===== config.mk =====
export PLATFORM = sky130hd
export DESIGN_NAME = bank_arbiter_flat
export DESIGN_NICKNAME = d
export VERILOG_FILES = /design/src/rtl/nts_dispatcher_pkg.sv /design/src/rtl/bank_if.sv /design/src/rtl/bank_arbiter.sv /design/src/flat_wrapper.sv
export SDC_FILE = /design/constraint.sdc
export NUM_CORES = 1
export LEC_CHECK = 0
export BUFFER_PORTS_ARGS = -buffer_cell sky130_fd_sc_hd__buf_2
export CAP_MARGIN = 20
export CORE_AREA = 2 2 102 104
export DETAILED_ROUTE_END_ITERATION = 8
export DIE_AREA = 0 0 104 106
export GPL_ROUTABILITY_DRIVEN = 1
export PLACE_DENSITY = 0.6
export SETUP_SLACK_MARGIN = 0.5
export SYNTH_ARGS = -nofsm -noshare
export SYNTH_HDL_FRONTEND = slang
export SYNTH_SLANG_ARGS = --single-unit

===== constraint.sdc =====
create_clock -name i_clk -period 1.3 [get_ports i_clk]
set_input_delay 0.13 -clock i_clk [delete_from_list [all_inputs] [get_ports i_clk]]
set_output_delay 0.13 -clock i_clk [all_outputs]
set_load 0.005 [all_outputs]

===== src/rtl/nts_dispatcher_pkg.sv =====
`default_nettype none

package nts_dispatcher_pkg;

  //--------------------------------------------------------------------------
  // Receive beat widths
  //--------------------------------------------------------------------------

  localparam int DATA_WIDTH = 64;
  localparam int KEEP_WIDTH = 8;

  typedef logic [DATA_WIDTH-1:0] data_word_t;
  typedef logic [KEEP_WIDTH-1:0] keep_t;

  // Statistics and register bus
  typedef logic [63:0] counter_t;
  typedef logic [11:0] api_addr_t;
  typedef logic [31:0] api_word_t;

  //--------------------------------------------------------------------------
  // Bank life cycle
  //--------------------------------------------------------------------------

  typedef enum logic [2:0] {
    BANK_EMPTY     = 3'd0,
    BANK_RECEIVING = 3'd1,
    BANK_RECEIVED  = 3'd2,
    BANK_OFFERED   = 3'd3,
    BANK_READING   = 3'd4,
    BANK_DRAINED   = 3'd5
  } bank_state_e;

  //--------------------------------------------------------------------------
  // Counter register map, MSB read latches the LSB snapshot
  //--------------------------------------------------------------------------

  localparam api_addr_t ADDR_FRAMES_MSB     = 12'h010;
  localparam api_addr_t ADDR_FRAMES_LSB     = 12'h011;
  localparam api_addr_t ADDR_GOOD_MSB       = 12'h012;
  localparam api_addr_t ADDR_GOOD_LSB       = 12'h013;
  localparam api_addr_t ADDR_BAD_MSB        = 12'h014;
  localparam api_addr_t ADDR_BAD_LSB        = 12'h015;
  localparam api_addr_t ADDR_DISPATCHED_MSB = 12'h016;
  localparam api_addr_t ADDR_DISPATCHED_LSB = 12'h017;

endpackage

`default_nettype wire


===== src/rtl/bank_if.sv =====
`timescale 1ns/100ps
`default_nettype none

interface bank_if #(
  parameter int ADDR_WIDTH = 8
);

  // Arbiter to bank
  logic                            rx_select;
  logic                            read_start;
  logic                            discard;

  // Bank to arbiter
  nts_dispatcher_pkg::bank_state_e state;
  logic [ADDR_WIDTH-1:0]           word_count;
  nts_dispatcher_pkg::keep_t       last_keep;
  nts_dispatcher_pkg::data_word_t  rd_data;
  logic                            rd_valid;

  modport arbiter (
    output rx_select, read_start, discard,
    input  state, word_count, last_keep, rd_data, rd_valid
  );

  modport bank (
    input  rx_select, read_start, discard,
    output state, word_count, last_keep, rd_data, rd_valid
  );

endinterface

`default_nettype wire


===== src/rtl/bank_arbiter.sv =====
`timescale 1ns/100ps
`default_nettype none

module bank_arbiter #(
  parameter int ADDR_WIDTH = 8
) (
  input  wire                            i_clk,
  input  wire                            i_areset,
  bank_if.arbiter                        bank0,
  bank_if.arbiter                        bank1,
  output logic                           o_dispatch_packet_available,
  output logic [ADDR_WIDTH-1:0]          o_dispatch_counter,
  output nts_dispatcher_pkg::keep_t      o_dispatch_data_valid,
  output logic                           o_dispatch_fifo_empty,
  input  wire                            i_dispatch_fifo_rd_start,
  output logic                           o_dispatch_fifo_rd_valid,
  output nts_dispatcher_pkg::data_word_t o_dispatch_fifo_rd_data,
  input  wire                            i_dispatch_packet_read_discard,
  output logic                           o_dispatch_start
);

  // Low while bank0 receives and bank1 is read out
  logic                            cur_bank;

  nts_dispatcher_pkg::bank_state_e rx_state;
  nts_dispatcher_pkg::bank_state_e rd_state;
  logic                            rd_bank_valid;
  logic                            swap;
  logic                            rd_busy;

  assign rx_state      = cur_bank ? bank1.state : bank0.state;
  assign rd_state      = cur_bank ? bank0.state : bank1.state;
  assign rd_bank_valid = cur_bank ? bank0.rd_valid : bank1.rd_valid;

  assign swap = (rx_state == nts_dispatcher_pkg::BANK_RECEIVED) &&
                (rd_state == nts_dispatcher_pkg::BANK_EMPTY);

  //--------------------------------------------------------------------------
  // Control routing
  //--------------------------------------------------------------------------

  assign bank0.rx_select  = !cur_bank;
  assign bank1.rx_select  = cur_bank;
  assign bank0.read_start = cur_bank & i_dispatch_fifo_rd_start;
  assign bank1.read_start = !cur_bank & i_dispatch_fifo_rd_start;
  assign bank0.discard    = cur_bank & i_dispatch_packet_read_discard;
  assign bank1.discard    = !cur_bank & i_dispatch_packet_read_discard;

  // Offer view of the read bank
  assign o_dispatch_packet_available = (rd_state == nts_dispatcher_pkg::BANK_OFFERED);
  assign o_dispatch_counter    = cur_bank ? bank0.word_count : bank1.word_count;
  assign o_dispatch_data_valid = cur_bank ? bank0.last_keep : bank1.last_keep;
  assign o_dispatch_start      = i_dispatch_fifo_rd_start && o_dispatch_packet_available;

  // A freshly swapped bank is still RECEIVED for one cycle before the offer
  assign rd_busy = (rd_state == nts_dispatcher_pkg::BANK_RECEIVED) ||
                   (rd_state == nts_dispatcher_pkg::BANK_OFFERED) ||
                   (rd_state == nts_dispatcher_pkg::BANK_READING) ||
                   rd_bank_valid;

  //--------------------------------------------------------------------------
  // Bank swap and output stage
  //--------------------------------------------------------------------------

  always_ff @(posedge i_clk or posedge i_areset) begin
    if (i_areset) begin
      cur_bank                 <= 1'b0;
      o_dispatch_fifo_rd_valid <= 1'b0;
      o_dispatch_fifo_empty    <= 1'b1;
    end else begin
      if (swap) begin
        cur_bank <= !cur_bank;
      end
      o_dispatch_fifo_rd_valid <= rd_bank_valid;
      o_dispatch_fifo_empty    <= i_dispatch_packet_read_discard || !rd_busy;
    end
  end

  always_ff @(posedge i_clk) begin
    o_dispatch_fifo_rd_data <= cur_bank ? bank0.rd_data : bank1.rd_data;
  end

  // Only the read bank can stream
  a_single_reader: assert property (
    @(posedge i_clk) disable iff (i_areset)
    !((bank0.state == nts_dispatcher_pkg::BANK_READING) &&
      (bank1.state == nts_dispatcher_pkg::BANK_READING))
  );

endmodule

`default_nettype wire


===== src/flat_wrapper.sv =====
// flat-port wrapper written by rule: the top's interface ports become plain ports
module bank_arbiter_flat 
#(
  parameter int ADDR_WIDTH = 8
)
  (i_clk, i_areset, o_dispatch_packet_available, o_dispatch_counter, o_dispatch_data_valid, o_dispatch_fifo_empty, i_dispatch_fifo_rd_start, o_dispatch_fifo_rd_valid, o_dispatch_fifo_rd_data, i_dispatch_packet_read_discard, o_dispatch_start, bank0_rx_select, bank0_read_start, bank0_discard, bank0_state, bank0_word_count, bank0_last_keep, bank0_rd_data, bank0_rd_valid, bank1_rx_select, bank1_read_start, bank1_discard, bank1_state, bank1_word_count, bank1_last_keep, bank1_rd_data, bank1_rd_valid);
  bank_if #(.ADDR_WIDTH(ADDR_WIDTH)) bank0_i ();
  bank_if #(.ADDR_WIDTH(ADDR_WIDTH)) bank1_i ();
  input  wire i_clk;
  input  wire i_areset;
  output logic o_dispatch_packet_available;
  output logic [ADDR_WIDTH-1:0] o_dispatch_counter;
  output nts_dispatcher_pkg::keep_t o_dispatch_data_valid;
  output logic o_dispatch_fifo_empty;
  input  wire i_dispatch_fifo_rd_start;
  output logic o_dispatch_fifo_rd_valid;
  output nts_dispatcher_pkg::data_word_t o_dispatch_fifo_rd_data;
  input  wire i_dispatch_packet_read_discard;
  output logic o_dispatch_start;
  output wire logic [$bits(bank0_i.rx_select)-1:0] bank0_rx_select;
  output wire logic [$bits(bank0_i.read_start)-1:0] bank0_read_start;
  output wire logic [$bits(bank0_i.discard)-1:0] bank0_discard;
  input wire logic [$bits(bank0_i.state)-1:0] bank0_state;
  input wire logic [$bits(bank0_i.word_count)-1:0] bank0_word_count;
  input wire logic [$bits(bank0_i.last_keep)-1:0] bank0_last_keep;
  input wire logic [$bits(bank0_i.rd_data)-1:0] bank0_rd_data;
  input wire logic [$bits(bank0_i.rd_valid)-1:0] bank0_rd_valid;
  output wire logic [$bits(bank1_i.rx_select)-1:0] bank1_rx_select;
  output wire logic [$bits(bank1_i.read_start)-1:0] bank1_read_start;
  output wire logic [$bits(bank1_i.discard)-1:0] bank1_discard;
  input wire logic [$bits(bank1_i.state)-1:0] bank1_state;
  input wire logic [$bits(bank1_i.word_count)-1:0] bank1_word_count;
  input wire logic [$bits(bank1_i.last_keep)-1:0] bank1_last_keep;
  input wire logic [$bits(bank1_i.rd_data)-1:0] bank1_rd_data;
  input wire logic [$bits(bank1_i.rd_valid)-1:0] bank1_rd_valid;
  assign bank0_rx_select = bank0_i.rx_select;
  assign bank0_read_start = bank0_i.read_start;
  assign bank0_discard = bank0_i.discard;
  assign bank0_i.state = bank0_state;
  assign bank0_i.word_count = bank0_word_count;
  assign bank0_i.last_keep = bank0_last_keep;
  assign bank0_i.rd_data = bank0_rd_data;
  assign bank0_i.rd_valid = bank0_rd_valid;
  assign bank1_rx_select = bank1_i.rx_select;
  assign bank1_read_start = bank1_i.read_start;
  assign bank1_discard = bank1_i.discard;
  assign bank1_i.state = bank1_state;
  assign bank1_i.word_count = bank1_word_count;
  assign bank1_i.last_keep = bank1_last_keep;
  assign bank1_i.rd_data = bank1_rd_data;
  assign bank1_i.rd_valid = bank1_rd_valid;
  bank_arbiter #(.ADDR_WIDTH(ADDR_WIDTH)) u_core (.i_clk(i_clk), .i_areset(i_areset), .bank0(bank0_i), .bank1(bank1_i), .o_dispatch_packet_available(o_dispatch_packet_available), .o_dispatch_counter(o_dispatch_counter), .o_dispatch_data_valid(o_dispatch_data_valid), .o_dispatch_fifo_empty(o_dispatch_fifo_empty), .i_dispatch_fifo_rd_start(i_dispatch_fifo_rd_start), .o_dispatch_fifo_rd_valid(o_dispatch_fifo_rd_valid), .o_dispatch_fifo_rd_data(o_dispatch_fifo_rd_data), .i_dispatch_packet_read_discard(i_dispatch_packet_read_discard), .o_dispatch_start(o_dispatch_start));
endmodule

* Yosys cells after proc, flatten, opt, wreduce, memory -nomap -nowiden
Cells that the tools add are included.
Operators by class: muxes and demuxes 6, equality and inequality tests 4, divide/modulo/power cells 0, magnitude comparators 0, shift operators 0, bitwise operators 4, reductions and logical operators 9, add/subtract/negate cells 0, multipliers 0
Operators by type and width (count):
- 64-bit 2-to-1 mux | 1
- 8-bit 2-to-1 mux | 2
- 3-bit by 2-bit == test with 1-bit output (second input constant) | 3
- 3-bit 2-to-1 mux | 2
- 1-bit AND | 4
- 1-bit logical OR | 4
- 3-bit == test (second input constant) | 1
- 3-bit zero test | 1
- 1-bit logical AND | 2
- 1-bit zero test | 2
- 1-bit 2-to-1 mux | 1
Word-level totals: memory bits (read-only) 0, output and inout port bits 90, input port bits 172, register bits 67, memories 0, RAM bits 0, logic and storage cells 27, bits in latches 0

* Longest topological paths before layout
depth in word-level cells 7, depth in mapped cells 4, mapped depth without buffers 3

* Worst setup path after synthesis
No wires, ideal clock.
path type flip-flop to output port, from register u_core.cur_bank, in the netlist u_core.bank1.rx_select, to output port o_dispatch_data_valid[0], path buffers 2, arrival time 1.019 ns, path slack 0.151 ns, required time 1.170 ns, stages on the path, launching flop included 4, path through dfrtp_1 -> buf_6 -> buf_6 -> mux2_2
On the way: cells in the longest elaborated chain, start to end 1
RTL lines:
- from (decl) | line bank_arbiter.sv:23 | logic cur_bank;
- from (signal assigned) | line bank_arbiter.sv:72 | cur_bank <= !cur_bank;
- 8-bit 2-to-1 mux | line bank_arbiter.sv:52 | assign o_dispatch_data_valid = cur_bank ? bank0.last_keep : bank1.last_keep;
- to (decl) | line flat_wrapper.sv:13 | output nts_dispatcher_pkg::keep_t o_dispatch_data_valid;
Every way passes these cells.

* Worst setup path after layout
from register u_core.cur_bank, in the netlist u_core.bank1.rx_select, to output port o_dispatch_data_valid[2]
The elaborated chain is that of the path after synthesis.

==> metrics.cfg <==
[die]
dieHeight_um=106
io-pin-count=262
core-area_mm2=0.0100
dieWidth_um=104
dieArea_mm2=0.0110
start_util=0.254
rows=37

[timing]
max_freq_mhz=616
period_share=1.25
hold_viol=0
slew_headroom=0.656
tightest_slew_ps=512
fin_skew_ps=11.0
maxSlewViolCount=0
setup_viol=87
fin_crit_ps=1620
worst_slack_ps=-323
rsz0062_at_grt=true

[cts]
cts_tree=yes
cts.sinks=67
cts_buffers=9
insertion_delay_ps=340
cts_buffer_depth=2
clk_pin_slew_ps=80
root_buffer=clkbuf_8
h-tree-depth=3

[power_and_ir_drop]
finalPower_mw=5.49
p_leak_nw=2.85
clockPowerShare=0.392
p_seq_frac=0.407
power_frac_comb=0.201
ir_drop_mv=0.599
switching_share=0.219
p_int_mw=4.29
power.density_mw_per_mm2=927
p_switching_mw=1.20

[final_layout]
nNetsFinal=744
stdcell_count=713
nFillCells=814
drive_above_1_share=0.728
area_delta_synth_final_pct=134
antenna_cells=0

[status]
outcome=finished with violations
violations=negative setup slack

[synthesis]
synthArstFlopShare=0.0448
synthFlopType=dfxtp_1
synth_compound_area_frac=0.0207
yosysWarnings=0
synth_edf_count=0
yosys.area.top_type_share=0.505
synth_top_family_by_area=multiplexers
synthXorXnorAreaFrac=0
synth.net_count=354
ys_top_cells_by_count=mux2_2 (81), dfxtp_1 (64), buf_6 (9)
ys_seq_area_frac=0.536
synth_top_area_cell=dfxtp_1
synth_most_common_cell=mux2_2
netlist_area_mm2=0.00253
synth_cell_types=20
synth_mux_area_frac=0.360
syn_avg_cell_area_um2=13.9
synthSimpleGateAreaFrac=0.0365
ys_ff_latch=67
syn_inst=182
yosys.area_share.adder=0
synth_area_leaders=dfxtp_1 (51%), mux2_2 (36%), buf_6 (4.0%)

[placement]
place_ws_ps=-23.4
gp_congestion=0.764
hpwl_um=6110
dp.cells=579
io_buffers=261

[grt]
grt_pass1_vias=3206
antenna_found_initial=0
grt_max_degree=20
grt_pass1_wl_um=15200
grt_usage=0.176
grt-ovfl-total=0

[run]
cap_violations=0

[setup_path]
worstSetupPathType=flip-flop to primary output
startpoint_type=flip-flop
critPathCaptureType=primary output
worstPathMaxFanout=9
arrival_ps=1490
crit_required_ps=1170

[route]
vias_per_cell=4.17
wire_per_inst_um=14.3
drtIter0Drc=79
detail_route.wirelength_um=10200
first_pass_iters=4
drc=0
postRouteAntennaNets=0
num_vias=2974

[hold_path]
hold_class=primary input to flip-flop

[registers in the layout, summed over array words and instances, names as in the netlist]
register,cells
u_core.bank1.rx_select,1
u_core.o_dispatch_fifo_empty,1
u_core.o_dispatch_fifo_rd_valid,1
u_core.o_dispatch_fifo_rd_data,64
[stage by stage]
stage               setup TNS [ps]   util  hold WS, ps  cell area (um2)
floorplan                        0      -         -117             2620
global placement             -57.6  0.412         6.30             4120
detailed placement            -129  0.412         13.4             4120
CTS                         -11220  0.567        0.152             5670
global route                -15420  0.592         3.83             5920
finish                      -12680  0.592         16.7             5920
[worst paths after layout]
| check | start | end | slack (ps) | depth (start not counted) |
|---|---|---|---|---|
| setup / recovery | u_core.bank1.rx_select | o_dispatch_data_valid[2] | -320 | 3 |
| hold / removal | bank0_rd_data[49] | u_core.o_dispatch_fifo_rd_data[49] | 20 | 2 |
| setup reg to reg | u_core.bank1.rx_select | u_core.o_dispatch_fifo_rd_data[0] | -210 | 5 |
| hold reg to reg | u_core.bank1.rx_select | u_core.o_dispatch_fifo_rd_data[63] | 820 | 2 |
| max in group asynchronous | i_areset | u_core.o_dispatch_fifo_empty | 880 | 3 |
| min in group asynchronous | i_areset | u_core.bank1.rx_select | 190 | 3 |
[cells by family after synthesis]
group | count (synthesis)
muxes | 81
DFF | 67
and+or+nand+nor | 15
buffers and inverters | 13
AOI/OAI and AO/OA | 6
[worst max-delay path, cell delays in order (launching register included)]
cell,delay (ps)
dfrtp_4,550
buf_16,170
mux2_4,300
buf_6,120
[layer usage]
| layer | share of wire | wire, um | global-route usage |
|---|---|---|---|
| met1 | 0.35 | 3550 | 0.167 |
| met2 | 0.55 | 5650 | 0.342 |
| met3 | 0.072 | 736 | 0.0503 |
| met4 | 0.027 | 271 | 0.0878 |
| met5 | 0 | 0 | 0 |
[power groups by stage]
stage          clock, mW  combinational [mW]  sequential [mW]
2_1_floorplan          0               0.244             2.29
3_3_place_gp           0               0.710             2.26
3_5_place_dp           0               0.721             2.27
4_1_cts             2.22                1.02             2.22
5_1_grt             2.29                1.17             2.25
6_report            2.15                1.10             2.24
[what timing repair did]
item	in CTS	in global routing
endpoints found under the setup margin	157	157
gates resized for setup	40	45
setup buffers	13	3
hold endpoints to repair	59	0
hold buffers	98	0
gates cloned	2	2
pin swaps	3	1
[area by class of cell]
type	instances	area (um2)	share of cell area
timing repair buffer	389	2910	0.492
sequential	67	1390	0.234
multi-input combinational	102	1190	0.201
tap	136	170	0.0287
clock buffer	10	138	0.0232
clock inverter	6	113	0.0190
inverter	3	16.3	0.00275
[cell usage in the layout (no fill, tap or decap), drive strengths merged]
cell	instances
dfstp	1
mux2	81
dfrtp	2
a221oi	1
clkinv	1
nor4b	1
clkbuf	12
inv	2
o22ai	1
clkinvlp	3
a211oi	1
a21o	1
a21oi	2
nand2	1
nor4	2
nand2b	4
buf	289
and2	3
bufinv	3
and2b	1
dlygate4sd3	98
dfxtp	64
nor2	1
nor2b	2
Power figures use the tool's default switching activity.
