## src/rtl/nts_dispatcher_pkg.sv

```systemverilog
`default_nettype none

package nts_dispatcher_pkg;

  //--------------------------------------------------------------------------
  // Receive beat widths
  //--------------------------------------------------------------------------

  localparam int DATA_WIDTH = 64;
  localparam int KEEP_WIDTH = 8;

  typedef logic [DATA_WIDTH-1:0] data_word_t;
  typedef logic [KEEP_WIDTH-1:0] keep_t;

  // Statistics and register bus
  typedef logic [63:0] counter_t;
  typedef logic [11:0] api_addr_t;
  typedef logic [31:0] api_word_t;

  //--------------------------------------------------------------------------
  // Bank life cycle
  //--------------------------------------------------------------------------

  typedef enum logic [2:0] {
    BANK_EMPTY     = 3'd0,
    BANK_RECEIVING = 3'd1,
    BANK_RECEIVED  = 3'd2,
    BANK_OFFERED   = 3'd3,
    BANK_READING   = 3'd4,
    BANK_DRAINED   = 3'd5
  } bank_state_e;

  //--------------------------------------------------------------------------
  // Counter register map, MSB read latches the LSB snapshot
  //--------------------------------------------------------------------------

  localparam api_addr_t ADDR_FRAMES_MSB     = 12'h010;
  localparam api_addr_t ADDR_FRAMES_LSB     = 12'h011;
  localparam api_addr_t ADDR_GOOD_MSB       = 12'h012;
  localparam api_addr_t ADDR_GOOD_LSB       = 12'h013;
  localparam api_addr_t ADDR_BAD_MSB        = 12'h014;
  localparam api_addr_t ADDR_BAD_LSB        = 12'h015;
  localparam api_addr_t ADDR_DISPATCHED_MSB = 12'h016;
  localparam api_addr_t ADDR_DISPATCHED_LSB = 12'h017;

endpackage

`default_nettype wire

```

## src/rtl/rx_stats.sv

```systemverilog
`timescale 1ns/100ps
`default_nettype none

module rx_stats (
  input  wire                              i_clk,
  input  wire                              i_areset,
  input  wire nts_dispatcher_pkg::keep_t   i_rx_keep,
  input  wire                              i_rx_good,
  input  wire                              i_rx_bad,
  input  wire                              i_dispatch_start,
  output logic                             o_sof,
  input  wire                              i_api_cs,
  input  wire                              i_api_we,
  input  wire nts_dispatcher_pkg::api_addr_t i_api_address,
  output nts_dispatcher_pkg::api_word_t    o_api_read_data
);

  // Counter order follows the register map
  localparam int NUM_COUNTERS = 4;

  nts_dispatcher_pkg::keep_t     prev_keep;
  nts_dispatcher_pkg::counter_t  cnt  [NUM_COUNTERS];
  nts_dispatcher_pkg::api_word_t snap [NUM_COUNTERS];
  logic [NUM_COUNTERS-1:0]       evt;
  logic [NUM_COUNTERS-1:0]       snap_we;

  //--------------------------------------------------------------------------
  // Start of frame, idle beat followed by a full beat
  //--------------------------------------------------------------------------

  always_ff @(posedge i_clk or posedge i_areset) begin
    if (i_areset) begin
      prev_keep <= '1;
    end else begin
      prev_keep <= i_rx_keep;
    end
  end

  assign o_sof = (prev_keep == '0) && (i_rx_keep == '1);

  //--------------------------------------------------------------------------
  // Counters and LSB snapshots
  //--------------------------------------------------------------------------

  assign evt = {i_dispatch_start, i_rx_bad, i_rx_good, o_sof};

  always_ff @(posedge i_clk or posedge i_areset) begin
    if (i_areset) begin
      for (int i = 0; i < NUM_COUNTERS; i++) begin
        cnt[i]  <= '0;
        snap[i] <= '0;
      end
    end else begin
      for (int i = 0; i < NUM_COUNTERS; i++) begin
        if (evt[i]) begin
          cnt[i] <= cnt[i] + 1'b1;
        end
        if (snap_we[i]) begin
          snap[i] <= cnt[i][31:0];
        end
      end
    end
  end

  // Register read, writes have no target
  always_comb begin
    o_api_read_data = '0;
    snap_we         = '0;
    if (i_api_cs && !i_api_we) begin
      case (i_api_address)
        nts_dispatcher_pkg::ADDR_FRAMES_MSB: begin
          o_api_read_data = cnt[0][63:32];
          snap_we[0]      = 1'b1;
        end
        nts_dispatcher_pkg::ADDR_FRAMES_LSB:     o_api_read_data = snap[0];
        nts_dispatcher_pkg::ADDR_GOOD_MSB: begin
          o_api_read_data = cnt[1][63:32];
          snap_we[1]      = 1'b1;
        end
        nts_dispatcher_pkg::ADDR_GOOD_LSB:       o_api_read_data = snap[1];
        nts_dispatcher_pkg::ADDR_BAD_MSB: begin
          o_api_read_data = cnt[2][63:32];
          snap_we[2]      = 1'b1;
        end
        nts_dispatcher_pkg::ADDR_BAD_LSB:        o_api_read_data = snap[2];
        nts_dispatcher_pkg::ADDR_DISPATCHED_MSB: begin
          o_api_read_data = cnt[3][63:32];
          snap_we[3]      = 1'b1;
        end
        nts_dispatcher_pkg::ADDR_DISPATCHED_LSB: o_api_read_data = snap[3];
        default: ;
      endcase
    end
  end

  // The MAC flags a frame as either good or bad, never both
  a_good_bad_exclusive: assert property (
    @(posedge i_clk) disable iff (i_areset)
    !(i_rx_good && i_rx_bad)
  );

endmodule

`default_nettype wire

```

## config.mk

```make
export PLATFORM = sky130hd
export DESIGN_NAME = rx_stats
export DESIGN_NICKNAME = d
export VERILOG_FILES = /design/src/rtl/nts_dispatcher_pkg.sv /design/src/rtl/rx_stats.sv
export SDC_FILE = /design/constraint.sdc
export NUM_CORES = 1
export LEC_CHECK = 0
export BUFFER_PORTS_ARGS = -buffer_cell sky130_fd_sc_hd__buf_4
export CAP_MARGIN = 10
export CORE_UTILIZATION = 35
export CTS_BUF_LIST = sky130_fd_sc_hd__clkbuf_16
export CTS_CLUSTER_DIAMETER = 150
export DETAILED_ROUTE_END_ITERATION = 8
export GPL_TIMING_DRIVEN = 0
export HOLD_SLACK_MARGIN = 0.05
export PLACE_DENSITY = 0.61
export SETUP_SLACK_MARGIN = 0.5
export SLEW_MARGIN = 15
export SYNTH_ARGS = -nofsm -noshare
export SYNTH_HDL_FRONTEND = slang
export SYNTH_SLANG_ARGS = --single-unit
```

## constraint.sdc

```tcl
create_clock -name i_clk -period 16.3 [get_ports i_clk]
set_input_delay 1.63 -clock i_clk [delete_from_list [all_inputs] [get_ports i_clk]]
set_output_delay 1.63 -clock i_clk [all_outputs]
set_load 0.02 [all_outputs]
```

[Word-level counts from Yosys, hierarchy flattened]
Cells that the tools add are included.
Word-level totals
  output and inout port bits: 33
  register bits after elaboration: 392
Operators by class
  reduce and logical (&&, ||, !) cells: 4
  multiplexer cells: 7
  equality and inequality tests: 9
  add/sub/neg operators: 4
Operator list (count)
  64-bit by 1-bit adder with 64-bit output (second input constant): 4
  32-bit case mux with 8 select lines: 1
  12-bit by 5-bit equality test with 1-bit output (second input constant): 8
  32-bit 2-to-1 mux: 1
  8-bit equality test (second input constant): 1
  8-bit zero test: 1
  1-bit 2-to-1 mux: 4
  4-bit 2-to-1 mux: 1
  1-bit logical AND: 2
  1-bit zero test: 1

[Logic depth before layout (Yosys ltp)]
Gate-level depths: netlist of run 1.
  depth in word-level cells: 3
  depth in mapped cells: 8

[Worst setup path before layout of run 1]
OpenSTA, ideal clock, no wires.
  kind: in2out
  start: in i_api_address[0]
  end: out o_api_read_data[0]
  slack: 11047 ps
  path buffers: 2
  stages on the path: 7
  required time: 14670 ps
  data arrival time: 3623 ps
  cells stage by stage: clkbuf_1 nor3b_1 nand2_1 nor2_1 clkbuf_1 a22oi_1 a21oi_1
On the way
  cells in the longest elaborated chain, start to end: 3
Ends and longest elaborated chain
  start: declaration: line rx_stats.sv:14  | input wire nts_dispatcher_pkg::api_addr_t i_api_address,
  12-bit by 5-bit equality test with 1-bit output: line rx_stats.sv:70  | case (i_api_address)
  32-bit case mux with 8 select lines (*): line rx_stats.sv:70
  32-bit 2-to-1 mux (*): line rx_stats.sv:69  | if (i_api_cs && !i_api_we) begin
  end: declaration: line rx_stats.sv:15  | output nts_dispatcher_pkg::api_word_t o_api_read_data
Mark *: on every way between the ends. The rest lies on a longest branch, timed or not.

[Worst setup path after layout of run 1]
  start: in i_api_address[7]
  end: out o_api_read_data[13]
Same word-level chain as after synthesis.

==> impl_table.tex, run 1 <==
\begin{tabular}{lr}
\hline
Metric & Value \\
\hline
\multicolumn{2}{l}{\textbf{Clock network}} \\
\quad Sinks on Clock Net & 392 \\
\quad Clock latency reported for the late side of the worst-skew pair & between 500 and 600 ps \\
\quad Cts repair resizes & 0 \\
\quad Number of buffers created by CTS & 43 \\
\quad Clock tree from TritonCTS & done \\
\quad Root buffer cell & clkbuf\_16 \\
\quad Number of hold buffers added after CTS & 0 \\
\quad CTS clock-pin slew for the worst setup and hold paths & roughly 60 ps \\
\quad Setup fix buffers added after clock tree synthesis & 0 \\
\quad Maximum buffer depth of the clock tree & 3 \\
\quad Maximum level of the CTS H-tree & 2 \\
\multicolumn{2}{l}{\textbf{Detailed routing}} \\
\quad Number of design-rule violations left by the first detailed-router iteration & approximately 1200 \\
\quad Detailed Routing Iterations Pass 1 & 8 \\
\quad Total DRC errors in the routed layout & 0 \\
\quad Total number of vias & between 10000 and 15000 \\
\quad Post-detailed-route count of antenna-violating nets & 0 \\
\quad Via count normalized by instance count & between 5 and 6 \\
\quad Total wire length after detailed routing & 53.6 mm \\
\quad Routed wirelength normalized by instance count & 21.9 um \\
\multicolumn{2}{l}{\textbf{STA}} \\
\quad Actual transition at the worst max-transition pin & $\sim$1100 ps \\
\quad RSZ-0062 raised after global routing & no \\
\quad Fin Clk Skew & approximately 24 ps \\
\quad Portion of the clock cycle consumed by the worst path in the final layout & 0.387 \\
\quad Clock period minus worst slack & $\sim$6300 ps \\
\quad Final setup vio count & 0 \\
\quad Worst slew margin & 0.239 \\
\quad Setup slack after layout & around 10000 ps \\
\quad Hold violation total from the final report & 0 \\
\quad Max Clock Freq & 158 MHz \\
\quad Max Transition Viols Final & 0 \\
\multicolumn{2}{l}{\textbf{Cells and area}} \\
\quad Share of final-layout standard cells stronger than drive strength 1 & 0.197 \\
\quad Final-layout fill cell count & between 5000 and 6000 \\
\quad Number of diodes added for antenna fixing & 0 \\
\quad Final layout net count & between 1500 and 2000 \\
\quad Total non-filler cell area in the finished layout & between 20000 and 25000 sq um \\
\quad Share of the core filled with cells in the final layout & 0.408 \\
\quad Most frequent cells in the layout & dfrtp\_1, mux2\_2, xor2\_1, xnor2\_1, nor2\_1 \\
\quad Most common cell after layout, fill and taps aside & dfrtp\_1 \\
\quad Area Growth Syn to Fin & 14.3\% \\
\multicolumn{2}{l}{\textbf{Power}} \\
\quad Power per standard cell area & about 95 nW/um\^{}2 \\
\quad Worst vdd rail ir drop & between 60 and 70 uV \\
\quad Clock share of power & 0.448 \\
\quad Internal & between 0.0015 and 0.002 W \\
\quad Share of power burned in registers & 0.505 \\
\quad Leakage Power & 9.91 nW \\
\quad Part of the power in combinational logic & 0.047 \\
\quad P\_sw & just under 0.0005 W \\
\quad Overall power consumption & approximately 0.0020 W \\
\quad Net switching share of the total power & 0.240 \\
\multicolumn{2}{l}{\textbf{Synthesis}} \\
\quad Number of flip-flops and latches in the synthesized netlist & 392 \\
\quad Cell types with the largest area share after synthesis & dfrtp\_1, mux2\_2, xor2\_1, xnor2\_1, mux4\_2 \\
\quad EDFF count, synth & 0 \\
\quad Post-synthesis async set-or-reset flop share & 1.00 \\
\quad Number of warnings reported in the yosys synthesis log & 0 \\
\quad Library cells used by synthesis & 44 \\
\quad Sequential cell area fraction in the yosys report & 0.519 \\
\quad Fraction of post-synthesis cell area in the top cell type by area & 0.508 \\
\quad Synth Net Count & between 1500 and 2000 \\
\quad Mapped Area & roughly 19000 sq um \\
\quad Gate count of the mapped netlist & around 1600 \\
\quad Commonest register cell after synthesis & dfrtp\_1 \\
\quad Cell taking the most area after synthesis & dfrtp\_1 \\
\quad Average instance area after synthesis & 11.6 sq um \\
\multicolumn{2}{l}{\textbf{Floorplanning}} \\
\quad Boundary Pins & 60 \\
\quad Die width & about 230 um \\
\quad Core region area & 53000 sq um \\
\quad Starting utilization of the core area & 0.357 \\
\quad Total Die Area & between 50000 and 60000 sq um \\
\quad Die height & roughly 230 um \\
\quad Cell row count & 84 \\
\multicolumn{2}{l}{\textbf{Setup path}} \\
\quad Start point of the critical path & i\_api\_address[7] \\
\quad R2R Setup Slk & $\sim$13000 ps \\
\quad Setup crit start kind & primary input \\
\quad CP endpoint kind & primary output \\
\quad Worst reg2reg path startpoint & cnt[20] \\
\quad Max Fanout on Critical Path & 10 \\
\quad Termination of the worst setup path & o\_api\_read\_data[13] \\
\quad Critical R2R Capture & cnt[57] \\
\quad Critical setup path kind & in2out \\
\quad Worst Reg-to-Reg Cells & 5 \\
\quad Critical Path AT & about 4700 ps \\
\quad Required time reported for the critical path endpoint & roughly 15000 ps \\
\multicolumn{2}{l}{\textbf{GRT}} \\
\quad Maximum number of pins on one net before global-route repair & between 100 and 150 \\
\quad Number of global-route vias before repair & $\sim$13000 \\
\quad Aggregate global-route resource usage & 0.199 \\
\quad First-pass GRT wire length & between 80 and 90 mm \\
\quad Overall overflow remaining after global route & 0 \\
\quad Number of antenna violations at the first check in global routing & 0 \\
\multicolumn{2}{l}{\textbf{Place}} \\
\quad Number of buffers inserted by port buffering & 57 \\
\quad Half-perimeter wire length after detailed placement & around 40 mm \\
\quad GP Congestion & between 0.9 and 1 \\
\quad Worst setup timing slack at the placement stage & slightly below 10000 ps \\
\quad Placed standard-cell area & a little over 20000 sq um \\
\multicolumn{2}{l}{\textbf{Flow run}} \\
\quad Number of max-cap violations & 0 \\
\multicolumn{2}{l}{\textbf{Worst hold path}} \\
\quad Min-delay worst type & reg2reg \\
\multicolumn{2}{l}{\textbf{Outcome}} \\
\quad Outcome & completed \\
\hline
\end{tabular}
synth_stat cells, types with 8 or more instances:
cell	n
a21oi_1	16
a222oi_1	16
a22o_1	16
a22oi_1	32
and2_1	8
and3_1	25
and4_1	20
buf_1	8
clkbuf_1	45
dfrtp_1	384
dfstp_2	8
inv_1	32
mux2_2	160
mux4_2	32
nand2_1	102
nand3_1	91
nand4_1	91
nor2_1	109
nor3_1	66
nor4_1	42
nor4_2	10
xnor2_1	114
xor2_1	138
routing by layer:
layer,part of all wire,track usage
met3,0.055,0.0279
met2,0.47,0.319
met1,0.44,0.275
met5,0,0
met4,0.032,0.0690
power groups by stage:
stage	clock (W)	combinational (W)	sequential, W
CTS	0.000938	0.0000984	0.00103
global route	0.000976	0.000108	0.00104
detailed placement	0	0.0000982	0.00105
finish	0.000918	0.0000956	0.00103
global placement	0	0.0000907	0.00105
floorplan	0	0.0000671	0.00104
logic make-up after synthesis:
group                    Yosys count  share of synthesized area
flip-flops                       392                      0.519
adder cells (fa/ha/maj)            4                    0.00265
AO/OA/AOI/OAI                     80                     0.0328
XOR/XNOR                         252                      0.117
multiplexers                     195                      0.135
buffers and inverters             95                     0.0209
AND/OR/NAND/NOR                  607                      0.173
how the worst min path moves through the flow:
stage / to / cells after the start / from
global placement: cnt[191] / 1 / cnt[191]
CTS: cnt[191] / 1 / cnt[191]
finish: cnt[191] / 1 / cnt[191]
floorplan: cnt[127] / 1 / cnt[127]
detailed placement: cnt[255] / 1 / cnt[255]
global route: cnt[191] / 1 / cnt[191]
per-stage QoR:
stage | instances | TNS (ps) | hold slack [ps]
6_report | 2449 | 0 | 470
5_1_grt | 2449 | 0 | 486
4_1_cts | 2449 | 0 | 471
3_5_place_dp | 2373 | 0 | 458
3_3_place_gp | 2370 | -216760 | 458
2_1_floorplan | 1625 | 0 | 437
registers in the layout (all words and copies together), names as in the netlist:
name,flops
snap,128
cnt,256
prev_keep,8
critical path, cell delays in order:
cell      delay (ps)
buf_4            110
nor4_1           400
nand2_1          330
nor4_2           900
clkbuf_1         520
a22oi_1          140
a21oi_1          420
buf_4            230
area by class of cell:
cell class / instances / area, sq um / area share
Sequential cell: 392 / 9820 / 0.454
Multi-Input combinational cell: 1138 / 8730 / 0.404
Clock buffer: 44 / 1100 / 0.0509
Tap cell: 688 / 861 / 0.0398
Timing Repair Buffer: 60 / 510 / 0.0236
Buffer: 62 / 259 / 0.0120
Clock inverter: 32 / 198 / 0.00914
Inverter: 33 / 144 / 0.00666
Note: power is estimated with default switching activity, not from simulation.
==> run 2: changes to the inputs <==
- ABC_AREA: not set -> 1
- clock period: 16.3 -> 5.93 ns (I/O delays scaled with it)
==> impl_table.tex, run 2 <==
\begin{tabular}{lr}
\hline
Metric & Value \\
\hline
\multicolumn{2}{l}{\textbf{Synthesis}} \\
\quad Sequential cell area fraction in the yosys report & 0.445 \\
\quad Commonest register cell after synthesis & dfrtp\_1 \\
\quad Average instance area after synthesis & $\sim$7.4 sq um \\
\quad Xor and xnor area share after synthesis & 0.0730 \\
\quad Cell taking the most area after synthesis & dfrtp\_1 \\
\quad Combinational family with the most area after synthesis & simple AND/OR/NAND/NOR gates \\
\quad Mux contribution to synthesized area & 0.000510 \\
\quad Fraction of post-synthesis cell area in the top cell type by area & 0.435 \\
\quad Post-synthesis async set-or-reset flop share & 1.00 \\
\quad EDFF count, synth & 0 \\
\quad Number of warnings reported in the yosys synthesis log & 0 \\
\quad Synth Net Count & around 3000 \\
\quad Cell types with the largest area share after synthesis & dfrtp\_1, nand2\_1, nand3\_1, nor2\_1, xor2\_1 \\
\quad Simple-gate portion of the synthesized area & 0.349 \\
\quad Gate count of the mapped netlist & 2968 \\
\quad Leading cell type by number of instances after synthesis & nand2\_1 \\
\quad Post-synthesis compound-gate area fraction & 0.0540 \\
\quad Arithmetic-cell share of the synthesized area counting full adders, half adders and majority gates & 0.00227 \\
\quad Post-synth top cells & nand2\_1, dfrtp\_1, nor2\_1, inv\_1, nand3\_1 \\
\quad Mapped Area & around 22000 sq um \\
\quad Number of flip-flops and latches in the synthesized netlist & 392 \\
\quad Library cells used by synthesis & 39 \\
\multicolumn{2}{l}{\textbf{Place}} \\
\quad GP Congestion & between 1 and 1.5 \\
\quad Placed standard-cell area & approximately 24000 sq um \\
\quad Number of buffers inserted by port buffering & between 50 and 60 \\
\quad Half-perimeter wire length after detailed placement & 64.0 mm \\
\multicolumn{2}{l}{\textbf{Flow run}} \\
\quad Number of max-cap violations & 0 \\
\multicolumn{2}{l}{\textbf{Clock network}} \\
\quad Maximum level of the CTS H-tree & 2 \\
\quad Number of buffers created by CTS & between 40 and 50 \\
\quad Clock latency reported for the late side of the worst-skew pair & about 600 ps \\
\quad Root buffer cell & clkbuf\_16 \\
\quad Setup fix buffers added after clock tree synthesis & 0 \\
\quad Cts repair resizes & 0 \\
\quad Maximum buffer depth of the clock tree & 3 \\
\quad CTS clock-pin slew for the worst setup and hold paths & about 60 ps \\
\quad Clock tree from TritonCTS & done \\
\quad Number of hold buffers added after CTS & 1 \\
\quad Sinks on Clock Net & 392 \\
\multicolumn{2}{l}{\textbf{Power}} \\
\quad Share of power burned in registers & 0.464 \\
\quad Part of the power in combinational logic & 0.068 \\
\quad Worst vdd rail ir drop & between 200 and 250 uV \\
\quad Overall power consumption & around 0.0062 W \\
\quad Leakage Power & between 10 and 15 nW \\
\quad P\_sw & 0.00158 W \\
\quad Power per standard cell area & approximately 250 nW/um\^{}2 \\
\quad Clock share of power & 0.468 \\
\quad Net switching share of the total power & 0.253 \\
\quad Internal & approximately 0.0046 W \\
\multicolumn{2}{l}{\textbf{Outcome}} \\
\quad Outcome & completed \\
\multicolumn{2}{l}{\textbf{STA}} \\
\quad Max Clock Freq & 285 MHz \\
\quad Portion of the clock cycle consumed by the worst path in the final layout & 0.592 \\
\quad Worst hold margin & approximately 130 ps \\
\quad Final setup vio count & 0 \\
\quad Max Transition Viols Final & 0 \\
\quad Clock period minus worst slack & about 3500 ps \\
\quad RSZ-0062 raised after global routing & no \\
\quad Worst slew margin & 0.460 \\
\quad Accumulated negative setup slack & 0 ps \\
\quad Hold violation total from the final report & 0 \\
\quad Fin Clk Skew & 17.8 ps \\
\quad Actual transition at the worst max-transition pin & 801 ps \\
\multicolumn{2}{l}{\textbf{GRT}} \\
\quad Maximum number of pins on one net before global-route repair & 35 \\
\quad First-pass GRT wire length & approximately 120 mm \\
\quad Number of antenna violations at the first check in global routing & 1 \\
\quad Overall overflow remaining after global route & 0 \\
\quad Number of global-route vias before repair & $\sim$19000 \\
\quad Aggregate global-route resource usage & 0.248 \\
\multicolumn{2}{l}{\textbf{Setup path}} \\
\quad Slowest Stage Delay on Critical Path & 420 ps \\
\quad CP endpoint kind & primary output \\
\quad Start point of the critical path & i\_api\_address[5] \\
\quad Max stage delay cell, worst path & o21ai\_0 \\
\quad Required time reported for the critical path endpoint & approximately 5300 ps \\
\quad Critical Path AT & roughly 3000 ps \\
\quad Worst Reg-to-Reg Cells & 10 \\
\quad Max Fanout on Critical Path & 10 \\
\quad Worst reg2reg path startpoint & cnt[65] \\
\quad Critical setup path kind & in2out \\
\quad Setup crit start kind & primary input \\
\quad Most repeated library cell on the critical path & buf\_4 \\
\quad Crit-path cells & buf\_4 > nor2\_2 > nand2\_2 > nor2\_4 > nand2\_1 > clkbuf\_1 > o21ai\_0 > nor2\_1 > a21oi\_1 > buf\_4 \\
\multicolumn{2}{l}{\textbf{Cells and area}} \\
\quad Biggest registers after layout & cnt (256), snap (128), prev\_keep (8) \\
\quad Most flops, register & cnt \\
\quad Largest register FFs & 256 \\
\quad Most common cell after layout, fill and taps aside & nand2\_1 \\
\quad Total non-filler cell area in the finished layout & $\sim$25000 sq um \\
\quad Final layout net count & around 3100 \\
\quad Share of final-layout standard cells stronger than drive strength 1 & 0.0955 \\
\quad Area Growth Syn to Fin & 14.8\% \\
\quad Number of diodes added for antenna fixing & 0 \\
\quad Most frequent cells in the layout & nand2\_1, dfrtp\_1, nor2\_1, inv\_1, nand3\_1 \\
\multicolumn{2}{l}{\textbf{Detailed routing}} \\
\quad Total wire length after detailed routing & 78.7 mm \\
\quad Detailed Routing Iterations Pass 1 & 6 \\
\quad Total number of vias & roughly 20000 \\
\quad Total DRC errors in the routed layout & 0 \\
\quad Post-detailed-route count of antenna-violating nets & 0 \\
\quad Number of design-rule violations left by the first detailed-router iteration & a little under 2000 \\
\quad Via count normalized by instance count & about 5.1 \\
\quad Routed wirelength normalized by instance count & just under 20 um \\
\multicolumn{2}{l}{\textbf{Floorplanning}} \\
\quad Die height & between 200 and 300 um \\
\quad Total Die Area & approximately 64000 sq um \\
\quad Cell row count & between 90 and 100 \\
\quad Core region area & 62100 sq um \\
\quad Boundary Pins & 60 \\
\quad Starting utilization of the core area & 0.356 \\
\quad Die width & approximately 250 um \\
\multicolumn{2}{l}{\textbf{Worst hold path}} \\
\quad Cell depth of the worst hold path & 1 \\
\quad Min-delay worst type & in2reg \\
\quad Start point of the worst min-delay path & i\_rx\_keep[2] \\
\hline
\end{tabular}
## run 2: cell types whose count changed after synthesis, sizes merged, moves of 52 or more
cell	delta
mux2	-162
xnor2	-76
nand3	+247
nand2	+708
nor4	-52
o21ai	+202
inv	+303
nor2	+306
## run 2: cell families (layout without fill, tap and decap cells)
| logic type | Yosys count | in the layout |
|---|---|---|
| adder cells (fa/ha/maj) | 4 | 4 |
| AND/OR/NAND/NOR | 1732 | 1732 |
| multiplexers | 1 | 1 |
| AO/OA/AOI/OAI | 237 | 237 |
| flip-flops | 392 | 392 |
| XOR/XNOR | 184 | 184 |
| buffers and inverters | 418 | 570 |
## run 2: area by class of cell
type | instances | area [sq um]
Buffer | 82 | 432
Sequential cell | 392 | 9820
Fill cell | 6496 | 36700
Multi-Input combinational cell | 2158 | 10600
Tap cell | 837 | 1050
Clock buffer | 47 | 1180
Clock inverter | 34 | 345
Inverter | 336 | 1260
Timing Repair Buffer | 71 | 686
## run 2: critical path: cells and delay by family
| kind | cells | cell delay, ps |
|---|---|---|
| AO/OA/AOI/OAI | 2 | 840 |
| AND/OR/NAND/NOR | 5 | 840 |
| buffers and inverters | 3 | 620 |
## run 2: metal layers
metal	share of wire	global-route usage	vias up
li1	-	-	9675
met1	0.46	0.358	9647
met4	0.033	0.0788	2
met2	0.43	0.377	675
met5	0.00017	0	-
met3	0.074	0.0384	118
## run 2: worst paths after layout
| check | endpoint | slack (ps) |
|---|---|---|
| max | o_api_read_data[13] | 2420 |
| min | prev_keep[2] | 130 |
| max reg2reg | cnt[122] | 3960 |
| min reg2reg | cnt[255] | 480 |
| max in group asynchronous | cnt[254] | 3790 |
| min in group asynchronous | cnt[129] | 590 |
## run 2: power groups by stage
stage	Clock (W)	Sequential [W]	Combinational (W)
after global placement	0	0.00294	0.000398
after detailed placement	0	0.00294	0.000425
after CTS	0.00297	0.00289	0.000429
final	0.00291	0.00289	0.000420
after floorplan	0	0.00290	0.000304
after global routing	0.00307	0.00290	0.000479
## run 2: metrics by stage
step | setup slack (ps) | utilization | instances
floorplan | 69.7 | - | 2968
global placement | -2480 | 0.380 | 3863
detailed placement | 2550 | 0.384 | 3875
CTS | 2550 | 0.408 | 3957
global route | 2380 | 0.408 | 3957
finish | 2420 | 0.408 | 3957
